===== src/tinyPipe_macros.svh =====
`default_nettype none

`ifndef TINYPIPE_MACROS_SVH
`define TINYPIPE_MACROS_SVH

// datapath width, shared by registers, memory data and instruction words
`define DATA_W 16

// register file depth, r0 is hardwired to zero
`define REG_N 8

// byte address width of fetch and data accesses
`define PC_W 16

// all-zero word decodes as NOP, used for bubbles and flushes
`define INSTR_NOP {`DATA_W{1'b0}}

`endif

`default_nettype wire


===== src/tinyPipePkg.sv =====
`include "tinyPipe_macros.svh"
`default_nettype none

package tinyPipePkg;

	typedef enum logic [3:0] {
		OP_NOP  = 4'd0,		// must stay zero, matches INSTR_NOP
		OP_ADD  = 4'd1,
		OP_SUB  = 4'd2,
		OP_AND  = 4'd3,
		OP_OR   = 4'd4,
		OP_XOR  = 4'd5,
		OP_SHL  = 4'd6,		// shift by low bits of rb
		OP_ADDI = 4'd7,		// ra + imm6
		OP_LD   = 4'd8,		// rd = mem[ra + imm6]
		OP_ST   = 4'd9,		// mem[ra + imm6] = rd
		OP_BEQZ = 4'd10,	// branch by imm6 words if rd == 0
		OP_BRA  = 4'd11,	// branch by imm9 words
		OP_HALT = 4'd12		// highest legal opcode
	} opCode;

	typedef enum logic [1:0] {
		OK_READY = 2'd0,	// port idle
		OK_OK    = 2'd1,	// request done
		OK_HOLD  = 2'd2		// request must stay put
	} okCode;

	typedef enum logic [1:0] {
		MEM_IDLE  = 2'd0,
		MEM_FETCH = 2'd1,
		MEM_LOAD  = 2'd2,
		MEM_STORE = 2'd3
	} memMode;

	typedef logic [$clog2(`REG_N)-1:0] regIdx;	// register number

	// decode to execute payload
	typedef struct packed {
		opCode op;
		regIdx rd;
		regIdx ra;
		regIdx rb;			// holds rd for ST and BEQZ
		logic [`DATA_W-1:0] imm;	// already sign extended
		logic [`PC_W-1:0] pc;		// address of this instruction
		logic [`DATA_W-1:0] raVal;
		logic [`DATA_W-1:0] rbVal;
		logic writesReg;
	} decodedOp;

	// execute to result payload
	typedef struct packed {
		logic writesReg;
		regIdx rd;
		logic [`DATA_W-1:0] value;
	} resultOp;

endpackage

`default_nettype wire


===== src/pipeStage.sv =====
`timescale 1ns/1ps
`default_nettype none

// generic stage register, one instance per payload type
module pipeStage #(
	parameter type payloadT = logic,
	parameter payloadT bubble = '0		// value loaded on reset and flush
) (
	input logic clock,
	input logic rst,
	input logic hold,		// freeze, q keeps its value
	input logic flush,		// replace the next payload with a bubble
	input payloadT d,
	output payloadT q
);

	always_ff @(posedge clock)
	begin
		if (rst || flush)
		begin
			q <= bubble;	// kills whatever sits in d
		end
		else if (!hold)
		begin
			q <= d;		// normal advance
		end
		// held: nothing moves
	end

endmodule

`default_nettype wire


===== src/instrDecode.sv =====
`timescale 1ns/1ps
`include "tinyPipe_macros.svh"
`default_nettype none

module instrDecode (
	input logic [`DATA_W-1:0] instr,		// word from the fetch register
	input logic [`PC_W-1:0] pc,			// its address
	output tinyPipePkg::regIdx raAddr,
	output tinyPipePkg::regIdx rbAddr,
	input logic [`DATA_W-1:0] raVal,		// from the register file
	input logic [`DATA_W-1:0] rbVal,
	output tinyPipePkg::decodedOp decoded
);
	import tinyPipePkg::*;

	opCode op;
	regIdx rd;
	logic readsRd;		// rd is a source, not a target

	// opcodes 13..15 are unused and run as NOP
	assign op = (instr[15:12] > OP_HALT) ? OP_NOP : opCode'(instr[15:12]);
	assign rd = instr[11:9];
	assign readsRd = (op == OP_ST) || (op == OP_BEQZ);

	assign raAddr = instr[8:6];
	assign rbAddr = readsRd ? rd : instr[5:3];	// rd goes out on the rb port

	always_comb
	begin
		decoded.op = op;
		decoded.rd = rd;
		decoded.ra = raAddr;
		decoded.rb = rbAddr;		// forwarding compares against this
		decoded.pc = pc;
		decoded.raVal = raVal;
		decoded.rbVal = rbVal;

		if (op == OP_BRA)
		begin
			decoded.imm = {{(`DATA_W-9){instr[8]}}, instr[8:0]};	// imm9
		end
		else
		begin
			decoded.imm = {{(`DATA_W-6){instr[5]}}, instr[5:0]};	// imm6
		end

		case (op)
			OP_ADD, OP_SUB, OP_AND, OP_OR, OP_XOR, OP_SHL, OP_ADDI, OP_LD:
			begin
				decoded.writesReg = 1'b1;
			end
			default:
			begin
				decoded.writesReg = 1'b0;	// stores, branches, NOP, HALT
			end
		endcase
	end

endmodule

`default_nettype wire


===== src/execUnit.sv =====
`timescale 1ns/1ps
`include "tinyPipe_macros.svh"
`default_nettype none

module execUnit (
	input logic clock,
	input logic rst,
	input logic hold,
	input tinyPipePkg::decodedOp op,		// from the execute stage register
	input tinyPipePkg::regIdx wbRd,		// result stage, one instruction older
	input logic [`DATA_W-1:0] wbValue,
	input logic wbWrite,
	output tinyPipePkg::memMode dataMode,
	output logic [`PC_W-1:0] dataAddr,		// byte address
	output logic [`DATA_W-1:0] dataWrData,
	input logic [`DATA_W-1:0] dataRdData,
	input tinyPipePkg::okCode dataOk,
	output tinyPipePkg::resultOp result,
	output logic branchTaken,
	output logic [`PC_W-1:0] branchTarget,
	output logic halted		// sticky until reset
);
	import tinyPipePkg::*;

	localparam int SHIFT_W = $clog2(`DATA_W);

	logic [`DATA_W-1:0] aVal;
	logic [`DATA_W-1:0] bVal;
	logic [`DATA_W-1:0] aluOut;
	logic [`DATA_W-1:0] effAddr;		// word index of LD/ST

	// bypass from the result stage, r0 never forwarded
	assign aVal = (wbWrite && wbRd == op.ra && op.ra != '0) ? wbValue : op.raVal;
	assign bVal = (wbWrite && wbRd == op.rb && op.rb != '0) ? wbValue : op.rbVal;

	always_comb
	begin
		case (op.op)
			OP_ADD: aluOut = aVal + bVal;
			OP_SUB: aluOut = aVal - bVal;
			OP_AND: aluOut = aVal & bVal;
			OP_OR: aluOut = aVal | bVal;
			OP_XOR: aluOut = aVal ^ bVal;
			OP_SHL: aluOut = aVal << bVal[SHIFT_W-1:0];
			OP_ADDI: aluOut = aVal + op.imm;
			default: aluOut = '0;
		endcase
	end

	// memory holds 16-bit words, so the word index becomes a byte address
	assign effAddr = aVal + op.imm;
	assign dataAddr = `PC_W'({effAddr, 1'b0});
	assign dataWrData = bVal;		// ST source is rd, read on the rb port

	always_comb
	begin
		if (halted)
		begin
			dataMode = MEM_IDLE;		// nothing issues past HALT
		end
		else if (op.op == OP_LD)
		begin
			dataMode = MEM_LOAD;
		end
		else if (op.op == OP_ST)
		begin
			dataMode = MEM_STORE;
		end
		else
		begin
			dataMode = MEM_IDLE;
		end
	end

	always_comb
	begin
		result.rd = op.rd;
		result.value = (op.op == OP_LD) ? dataRdData : aluOut;
		// a load only writes once the data came back
		result.writesReg = op.writesReg && !halted && (op.op != OP_LD || dataOk == OK_OK);
	end

	// branch offsets count words from the branch's own address
	assign branchTarget = op.pc + `PC_W'({op.imm, 1'b0});
	assign branchTaken = !halted && ((op.op == OP_BRA) || (op.op == OP_BEQZ && bVal == '0));

	always_ff @(posedge clock)
	begin
		if (rst)
		begin
			halted <= 1'b0;
		end
		else if (!hold && op.op == OP_HALT)
		begin
			halted <= 1'b1;		// stays until the next reset
		end
	end

endmodule

`default_nettype wire


===== src/resultRegs.sv =====
`timescale 1ns/1ps
`include "tinyPipe_macros.svh"
`default_nettype none

module resultRegs (
	input logic clock,
	input logic rst,
	input logic hold,
	input tinyPipePkg::resultOp res,		// from the result stage register
	input tinyPipePkg::regIdx raAddr,		// decode read ports
	input tinyPipePkg::regIdx rbAddr,
	output logic [`DATA_W-1:0] raVal,
	output logic [`DATA_W-1:0] rbVal
);

	logic [`DATA_W-1:0] regs [`REG_N];
	logic wrEn;

	// r0 is never written, held cycles write nothing
	assign wrEn = res.writesReg && !hold && res.rd != '0;

	always_ff @(posedge clock)
	begin
		if (rst)
		begin
			for (int i = 0; i < `REG_N; i++)
			begin
				regs[i] <= '0;		// program starts from all-zero registers
			end
		end
		else if (wrEn)
		begin
			regs[res.rd] <= res.value;
		end
	end

	// write-through, so a reader two slots behind the writer sees the new value
	assign raVal = (raAddr == '0) ? '0 :
		(wrEn && raAddr == res.rd) ? res.value : regs[raAddr];
	assign rbVal = (rbAddr == '0) ? '0 :
		(wrEn && rbAddr == res.rd) ? res.value : regs[rbAddr];

endmodule

`default_nettype wire


===== src/memArbiter.sv =====
`timescale 1ns/1ps
`include "tinyPipe_macros.svh"
`default_nettype none

module memArbiter (
	input logic fetchReq,
	input logic [`PC_W-1:0] fetchAddr,
	output logic [`DATA_W-1:0] fetchData,
	output tinyPipePkg::okCode fetchOk,
	input tinyPipePkg::memMode dataMode,
	input logic [`PC_W-1:0] dataAddr,
	input logic [`DATA_W-1:0] dataWrData,
	output logic [`DATA_W-1:0] dataRdData,
	output tinyPipePkg::okCode dataOk,
	output tinyPipePkg::memMode memMode,		// external port
	output logic [`PC_W-1:0] memAddr,
	output logic [`DATA_W-1:0] memWrData,
	input logic [`DATA_W-1:0] memRdData,
	input tinyPipePkg::okCode memOk
);
	import tinyPipePkg::*;

	// read data goes to both, only the granted side sees OK
	assign fetchData = memRdData;
	assign dataRdData = memRdData;

	always_comb
	begin
		memMode = MEM_IDLE;
		memAddr = '0;
		memWrData = '0;
		fetchOk = OK_HOLD;		// loser waits
		dataOk = OK_HOLD;

		if (dataMode != MEM_IDLE)
		begin
			// execute holds the older instruction, it goes first
			memMode = dataMode;
			memAddr = dataAddr;
			memWrData = dataWrData;
			dataOk = memOk;
		end
		else if (fetchReq)
		begin
			memMode = MEM_FETCH;
			memAddr = fetchAddr;
			fetchOk = memOk;
		end
		else
		begin
			fetchOk = OK_READY;		// nobody asked
			dataOk = OK_READY;
		end
	end

endmodule

`default_nettype wire


===== src/tinyPipeTop.sv =====
`timescale 1ns/1ps
`include "tinyPipe_macros.svh"
`default_nettype none

module tinyPipeTop (
	input logic clock,
	input logic rst,
	output tinyPipePkg::memMode memMode,
	output logic [`PC_W-1:0] memAddr,
	output logic [`DATA_W-1:0] memWrData,
	input logic [`DATA_W-1:0] memRdData,
	input tinyPipePkg::okCode memOk,
	output logic halted
);
	import tinyPipePkg::*;

	logic [`PC_W-1:0] pc;
	logic [`PC_W-1:0] fetchPc;			// address of fetchInstr
	logic [`DATA_W-1:0] fetchInstr;		// fetch register, feeds decode
	logic [`DATA_W-1:0] fetchData;
	logic fetchReq;
	logic started;				// one idle cycle after reset
	okCode fetchOk;
	okCode dataOk;
	tinyPipePkg::memMode dataMode;
	logic [`PC_W-1:0] dataAddr;
	logic [`DATA_W-1:0] dataWrData;
	logic [`DATA_W-1:0] dataRdData;
	regIdx raAddr;
	regIdx rbAddr;
	logic [`DATA_W-1:0] raVal;
	logic [`DATA_W-1:0] rbVal;
	decodedOp decodedNext;
	decodedOp exOp;
	resultOp resultNext;
	resultOp wbOp;
	logic branchTaken;
	logic [`PC_W-1:0] branchTarget;
	logic hold;
	logic flush;

	// only a real memory HOLD stalls, the arbiter's HOLD to fetch is just a bubble
	assign hold = (memOk == OK_HOLD) && (memMode != MEM_IDLE);
	assign flush = branchTaken && !hold;
	assign fetchReq = started && !halted;

	always_ff @(posedge clock)
	begin
		if (rst)
		begin
			started <= 1'b0;
			pc <= '0;
			fetchInstr <= `INSTR_NOP;
		end
		else
		begin
			started <= 1'b1;
			if (!hold)
			begin
				if (branchTaken)
					pc <= branchTarget;		// redirect wins over the fetch
				else if (fetchOk == OK_OK)
					pc <= pc + `PC_W'(2);
				// flushed or missed fetch turns into a bubble
				fetchInstr <= (branchTaken || fetchOk != OK_OK) ? `INSTR_NOP : fetchData;
			end
		end
	end

	always_ff @(posedge clock)
	begin
		if (!hold)
			fetchPc <= pc;
	end

	memArbiter memArb (.fetchReq(fetchReq), .fetchAddr(pc), .fetchData(fetchData),
		.fetchOk(fetchOk), .dataMode(dataMode), .dataAddr(dataAddr),
		.dataWrData(dataWrData), .dataRdData(dataRdData), .dataOk(dataOk),
		.memMode(memMode), .memAddr(memAddr), .memWrData(memWrData),
		.memRdData(memRdData), .memOk(memOk));

	instrDecode decode (.instr(fetchInstr), .pc(fetchPc), .raAddr(raAddr),
		.rbAddr(rbAddr), .raVal(raVal), .rbVal(rbVal), .decoded(decodedNext));

	pipeStage #(.payloadT(decodedOp), .bubble('0)) exStage (.clock(clock), .rst(rst),
		.hold(hold), .flush(flush), .d(decodedNext), .q(exOp));	// bubble is a NOP

	execUnit execute (.clock(clock), .rst(rst), .hold(hold), .op(exOp),
		.wbRd(wbOp.rd), .wbValue(wbOp.value), .wbWrite(wbOp.writesReg),
		.dataMode(dataMode), .dataAddr(dataAddr), .dataWrData(dataWrData),
		.dataRdData(dataRdData), .dataOk(dataOk), .result(resultNext),
		.branchTaken(branchTaken), .branchTarget(branchTarget), .halted(halted));

	// the branch itself moves on, so the result stage never flushes
	pipeStage #(.payloadT(resultOp), .bubble('0)) wbStage (.clock(clock), .rst(rst),
		.hold(hold), .flush(1'b0), .d(resultNext), .q(wbOp));

	resultRegs regFile (.clock(clock), .rst(rst), .hold(hold), .res(wbOp),
		.raAddr(raAddr), .rbAddr(rbAddr), .raVal(raVal), .rbVal(rbVal));

endmodule

`default_nettype wire


===== config.mk =====
export PLATFORM = sky130hd
export DESIGN_NAME = tinyPipeTop
export DESIGN_NICKNAME = d
export VERILOG_FILES = /design/src/tinyPipePkg.sv /design/src/pipeStage.sv /design/src/instrDecode.sv /design/src/execUnit.sv /design/src/resultRegs.sv /design/src/memArbiter.sv /design/src/tinyPipeTop.sv
export VERILOG_INCLUDE_DIRS = /design/src
export SDC_FILE = /design/constraint.sdc
export NUM_CORES = 1
export LEC_CHECK = 0
export BUFFER_PORTS_ARGS = -buffer_cell sky130_fd_sc_hd__buf_2
export CORE_ASPECT_RATIO = 0.75
export CORE_UTILIZATION = 51
export CTS_CLUSTER_DIAMETER = 60
export CTS_CLUSTER_SIZE = 25
export DETAILED_ROUTE_END_ITERATION = 10
export GPL_ROUTABILITY_DRIVEN = 0
export HOLD_SLACK_MARGIN = 0.15
export PLACE_DENSITY = 0.65
export SLEW_MARGIN = 30
export SYNTH_ARGS = -nofsm -noshare
export SYNTH_HDL_FRONTEND = slang
export SYNTH_SLANG_ARGS = --single-unit

===== constraint.sdc =====
create_clock -name clock -period 5.5 [get_ports clock]
set_input_delay 1.65 -clock clock [delete_from_list [all_inputs] [get_ports clock]]
set_output_delay 1.65 -clock clock [all_outputs]
set_load 0.03 [all_outputs]

==> impl_results.md <==
* Hold Vio Cnt, Final at 0
* Slew margin rel. at 32.8%
* Clk_lat worst skew at 0.58 ns
* CP Max Fanout at 4
* WP data required at 3.85 ns
* WL/cell at 24.5 um
* Status: complete, but fails checks
* Die Wd at 218 um
* WL final at 61.4 mm
* Top_reg_cell synth: edfxtp_1
* Mux share of post-synthesis cell area at 7.87%
* Ys async rst share at 0%
* Vias post-DR at 16500
* RSZ-0062 raised after global routing: yes
* Number of port buffers at 54
* Remaining antenna violation count at 0
* Nets@finish at 2136
* Iteration-0 DRC Markers at 2450
* Max clock buf depth at 3
* First-pass GRT wire length at 92.9 mm
* Final setup viols at 2
* Row Count at 58
* Setup WS post-layout at -0.0480 ns
* Initial antenna violation count at 0
* Share of cells above drive strength 1 at 15.1%
* IO Pins at 55
* Clock transition at path regs at 0.10 ns
* Power Dens Cells at 233 nW/um^2
* Fin crit period at 5.55 ns
* Crit path kind: reg2out
* WL met2 at 24.3 mm
* Initial core utilization at 52.5%
* CP arrival at 3.90 ns
* Chip height at 164 um
* Post-detail-place hpwl at 42.9 mm
* Post-synthesis adder-cell area fraction at 5.88%
* Post-synthesis xor/xnor area fraction at 3.33%
* Synth Register Bits at 272
* DR DRC count at 0
* Fin. max-slew vios at 0
* Fmax at 180 MHz
* Grt ovf at 0
* Area delta synth->final at 12.3%
* CTS sink cnt at 272
* Max-cap violation count at 0
* Tcrit/Tclk final at 101%
* Post-Route Utilization at 59.0%
* Hold slack final at 0.459 ns
* H-Tree Depth at 1
* Unique masters post-synth at 82
* Wl on met1 at 27.4 mm
* Cells after Synth at 1999
* Die area at 35700 sq um
* Drt first pass iters at 7
* Worst slew pin tran at 0.994 ns
* Tot GR Track Use at 34.2%
* Leak at 0.00768 uW
* DR WL met3 at 8.21 mm
* Worst min path class: reg2reg
* CTS tree: built
* CTS root buf: clkbuf_16
* Main combinational cell family by area after synthesis: simple AND/OR/NAND/NOR gates
* Synth warn at 0
* Peak VDD IR at 236 uV
* Worst setup SP type: flip-flop
* Crit. End Element: primary output
* Register area share after synthesis at 38.6%
* Highest metal layer with signal wires: met4
* Violated checks: setup timing
* Skew final at 0.0219 ns
* Largest net degree at the start of global routing at 69
* Simple-Gate Fraction of Synth Area at 21.4%
* N_diodes at 0
* Synthesized area per cell at 8.92 sq um
* EDFF count, synth at 144
* Mapped Area at 17800 sq um
* TritonCTS buffer count at 23
* Vias in the first global route at 15300
* Vias per inst at 6.58
* Fill cell count at 2931
* Synth Area in Compound Gates at 18.4%
* Core area at 34000 sq um
-- cells in the final DEF (no fill, tap or decap), drive strengths merged, types with 11 or more instances in the layout --
master  instances
nand2         291
edfxtp        144
buf           143
nor2          142
a21oi         135
dfxtp         128
and2          109
o21ai          86
ha             79
nand3          74
inv            61
mux2i          58
xnor2          46
nor3           45
a22oi          43
and3           40
a211oi         38
a31oi          37
mux4           34
clkbuf         23
a211o          20
xor2           20
a311oi         18
o211ai         17
a221oi         17
conb           16
a22o           15
nor4           14
nand4          11
a21o           11
-- synth_stat cells (9+ instances only) --
cell      count  area (sq um)
o31ai_1       9          67.6
dfxtp_1     128          2560
nand2b_1     10          62.6
o21ai_0      81           405
buf_2        20           100
a311oi_1     18           158
and3_1       40           250
a211o_1      20           175
mux2i_1      58           581
o211ai_1     17           128
and2_1      109           682
or3_1        10          62.6
a21o_1       10          75.1
xnor2_1      46           403
nand4_1      11          68.8
nor4_1       12          75.1
inv_1        46           173
a221oi_1     17           149
a22o_1       15           131
a22oi_1      43           323
a31oi_1      37           231
nand3_1      74           370
a21oi_1     133           666
xor2_1       18           158
mux4_2       34           766
nand2_1     291          1090
a211oi_1     37           278
nor3_1       44           220
buf_1        14          52.6
ha_1         79           988
edfxtp_1    144          4320
nor2_1      139           522
clkbuf_1    108           405
-- cells by family after synthesis --
| family | Yosys count |
|---|---|
| AO/OA/AOI/OAI | 490 |
| AND/OR/NAND/NOR | 790 |
| adder cells (fa/ha/maj) | 82 |
| XOR/XNOR | 66 |
| flip-flops | 272 |
| multiplexers | 97 |
| other | 1 |
| buffers and inverters | 201 |
-- worst paths after layout --
kind / start / endpoint / slack (ns) / depth (start not counted)
setup / recovery: wbStage.q[16] / memAddr[14] / -0.05 / 14
hold / removal: exStage.q[16] / exStage.q[16] / 0.46 / 2
setup reg to reg: wbStage.q[18] / wbStage.q[13] / 0.22 / 18
hold reg to reg: exStage.q[16] / exStage.q[16] / 0.46 / 2
-- state kept, by name, summed over array words and instances (netlist names), named ones only --
signal and cells:
regFile.regs 128, exStage.q 71, wbStage.q 20, fetchInstr 16, fetchPc 16, pc 16
execute.halted 1, started 1
-- through the flow --
step	std cells	setup WS [ns]	cell area, sq um	setup TNS [ns]	total power (uW)
2_1_floorplan	2014	0.107	17900	0	2640
4_1_cts	2494	-0.101	19800	-0.102	4660
6_report	2501	-0.0480	20000	-0.0748	4670
3_5_place_dp	2442	0.108	18700	0	2830
3_3_place_gp	2442	0.176	18700	0	2810
5_1_grt	2501	-0.100	20000	-0.351	4800
-- report_power, final --
group          switching [uW]  internal (uW)
clock network             991            862
logic                     375            209
registers                42.3           2190
total                    1410           3260
-- worst max-delay path: stages, from the launching register on --
cell     delay, ns
dfxtp_2       0.35
o31a_1        0.33
nand4_1       0.12
buf_6         0.15
mux2i_4       0.23
inv_1         0.10
ha_4          0.23
a211o_1       0.27
a21oi_2       0.19
o21ai_1       0.11
a221o_1       0.42
o41ai_4       0.30
xnor2_2       0.17
a22o_1        0.20
buf_6         0.14
-- final cells by class --
| class | count | area (sq um) | area share (%) |
|---|---|---|---|
| tap | 450 | 563 | 2.81 |
| clock inverter | 19 | 280 | 1.40 |
| sequential | 272 | 6890 | 34.4 |
| multi-input combinational | 1541 | 10500 | 52.6 |
| timing repair buffer | 143 | 981 | 4.90 |
| inverter | 53 | 199 | 0.993 |
| clock buffer | 23 | 576 | 2.87 |
-- repair_timing --
item	in CTS	in global routing
setup endpoints to repair	8	8
setup buffers	10	7
pin swaps	10	11
gates resized for setup	27	34
hold buffers	0	0
-- metal layers --
layer / up-vias / track usage [%]
met1: 7961 / 52.2
met2: 1007 / 46.6
met5: - / 0
met4: 0 / 8.01
met3: 130 / 10.1
li1: 7370 / -
(Power assumes the default switching activity.)
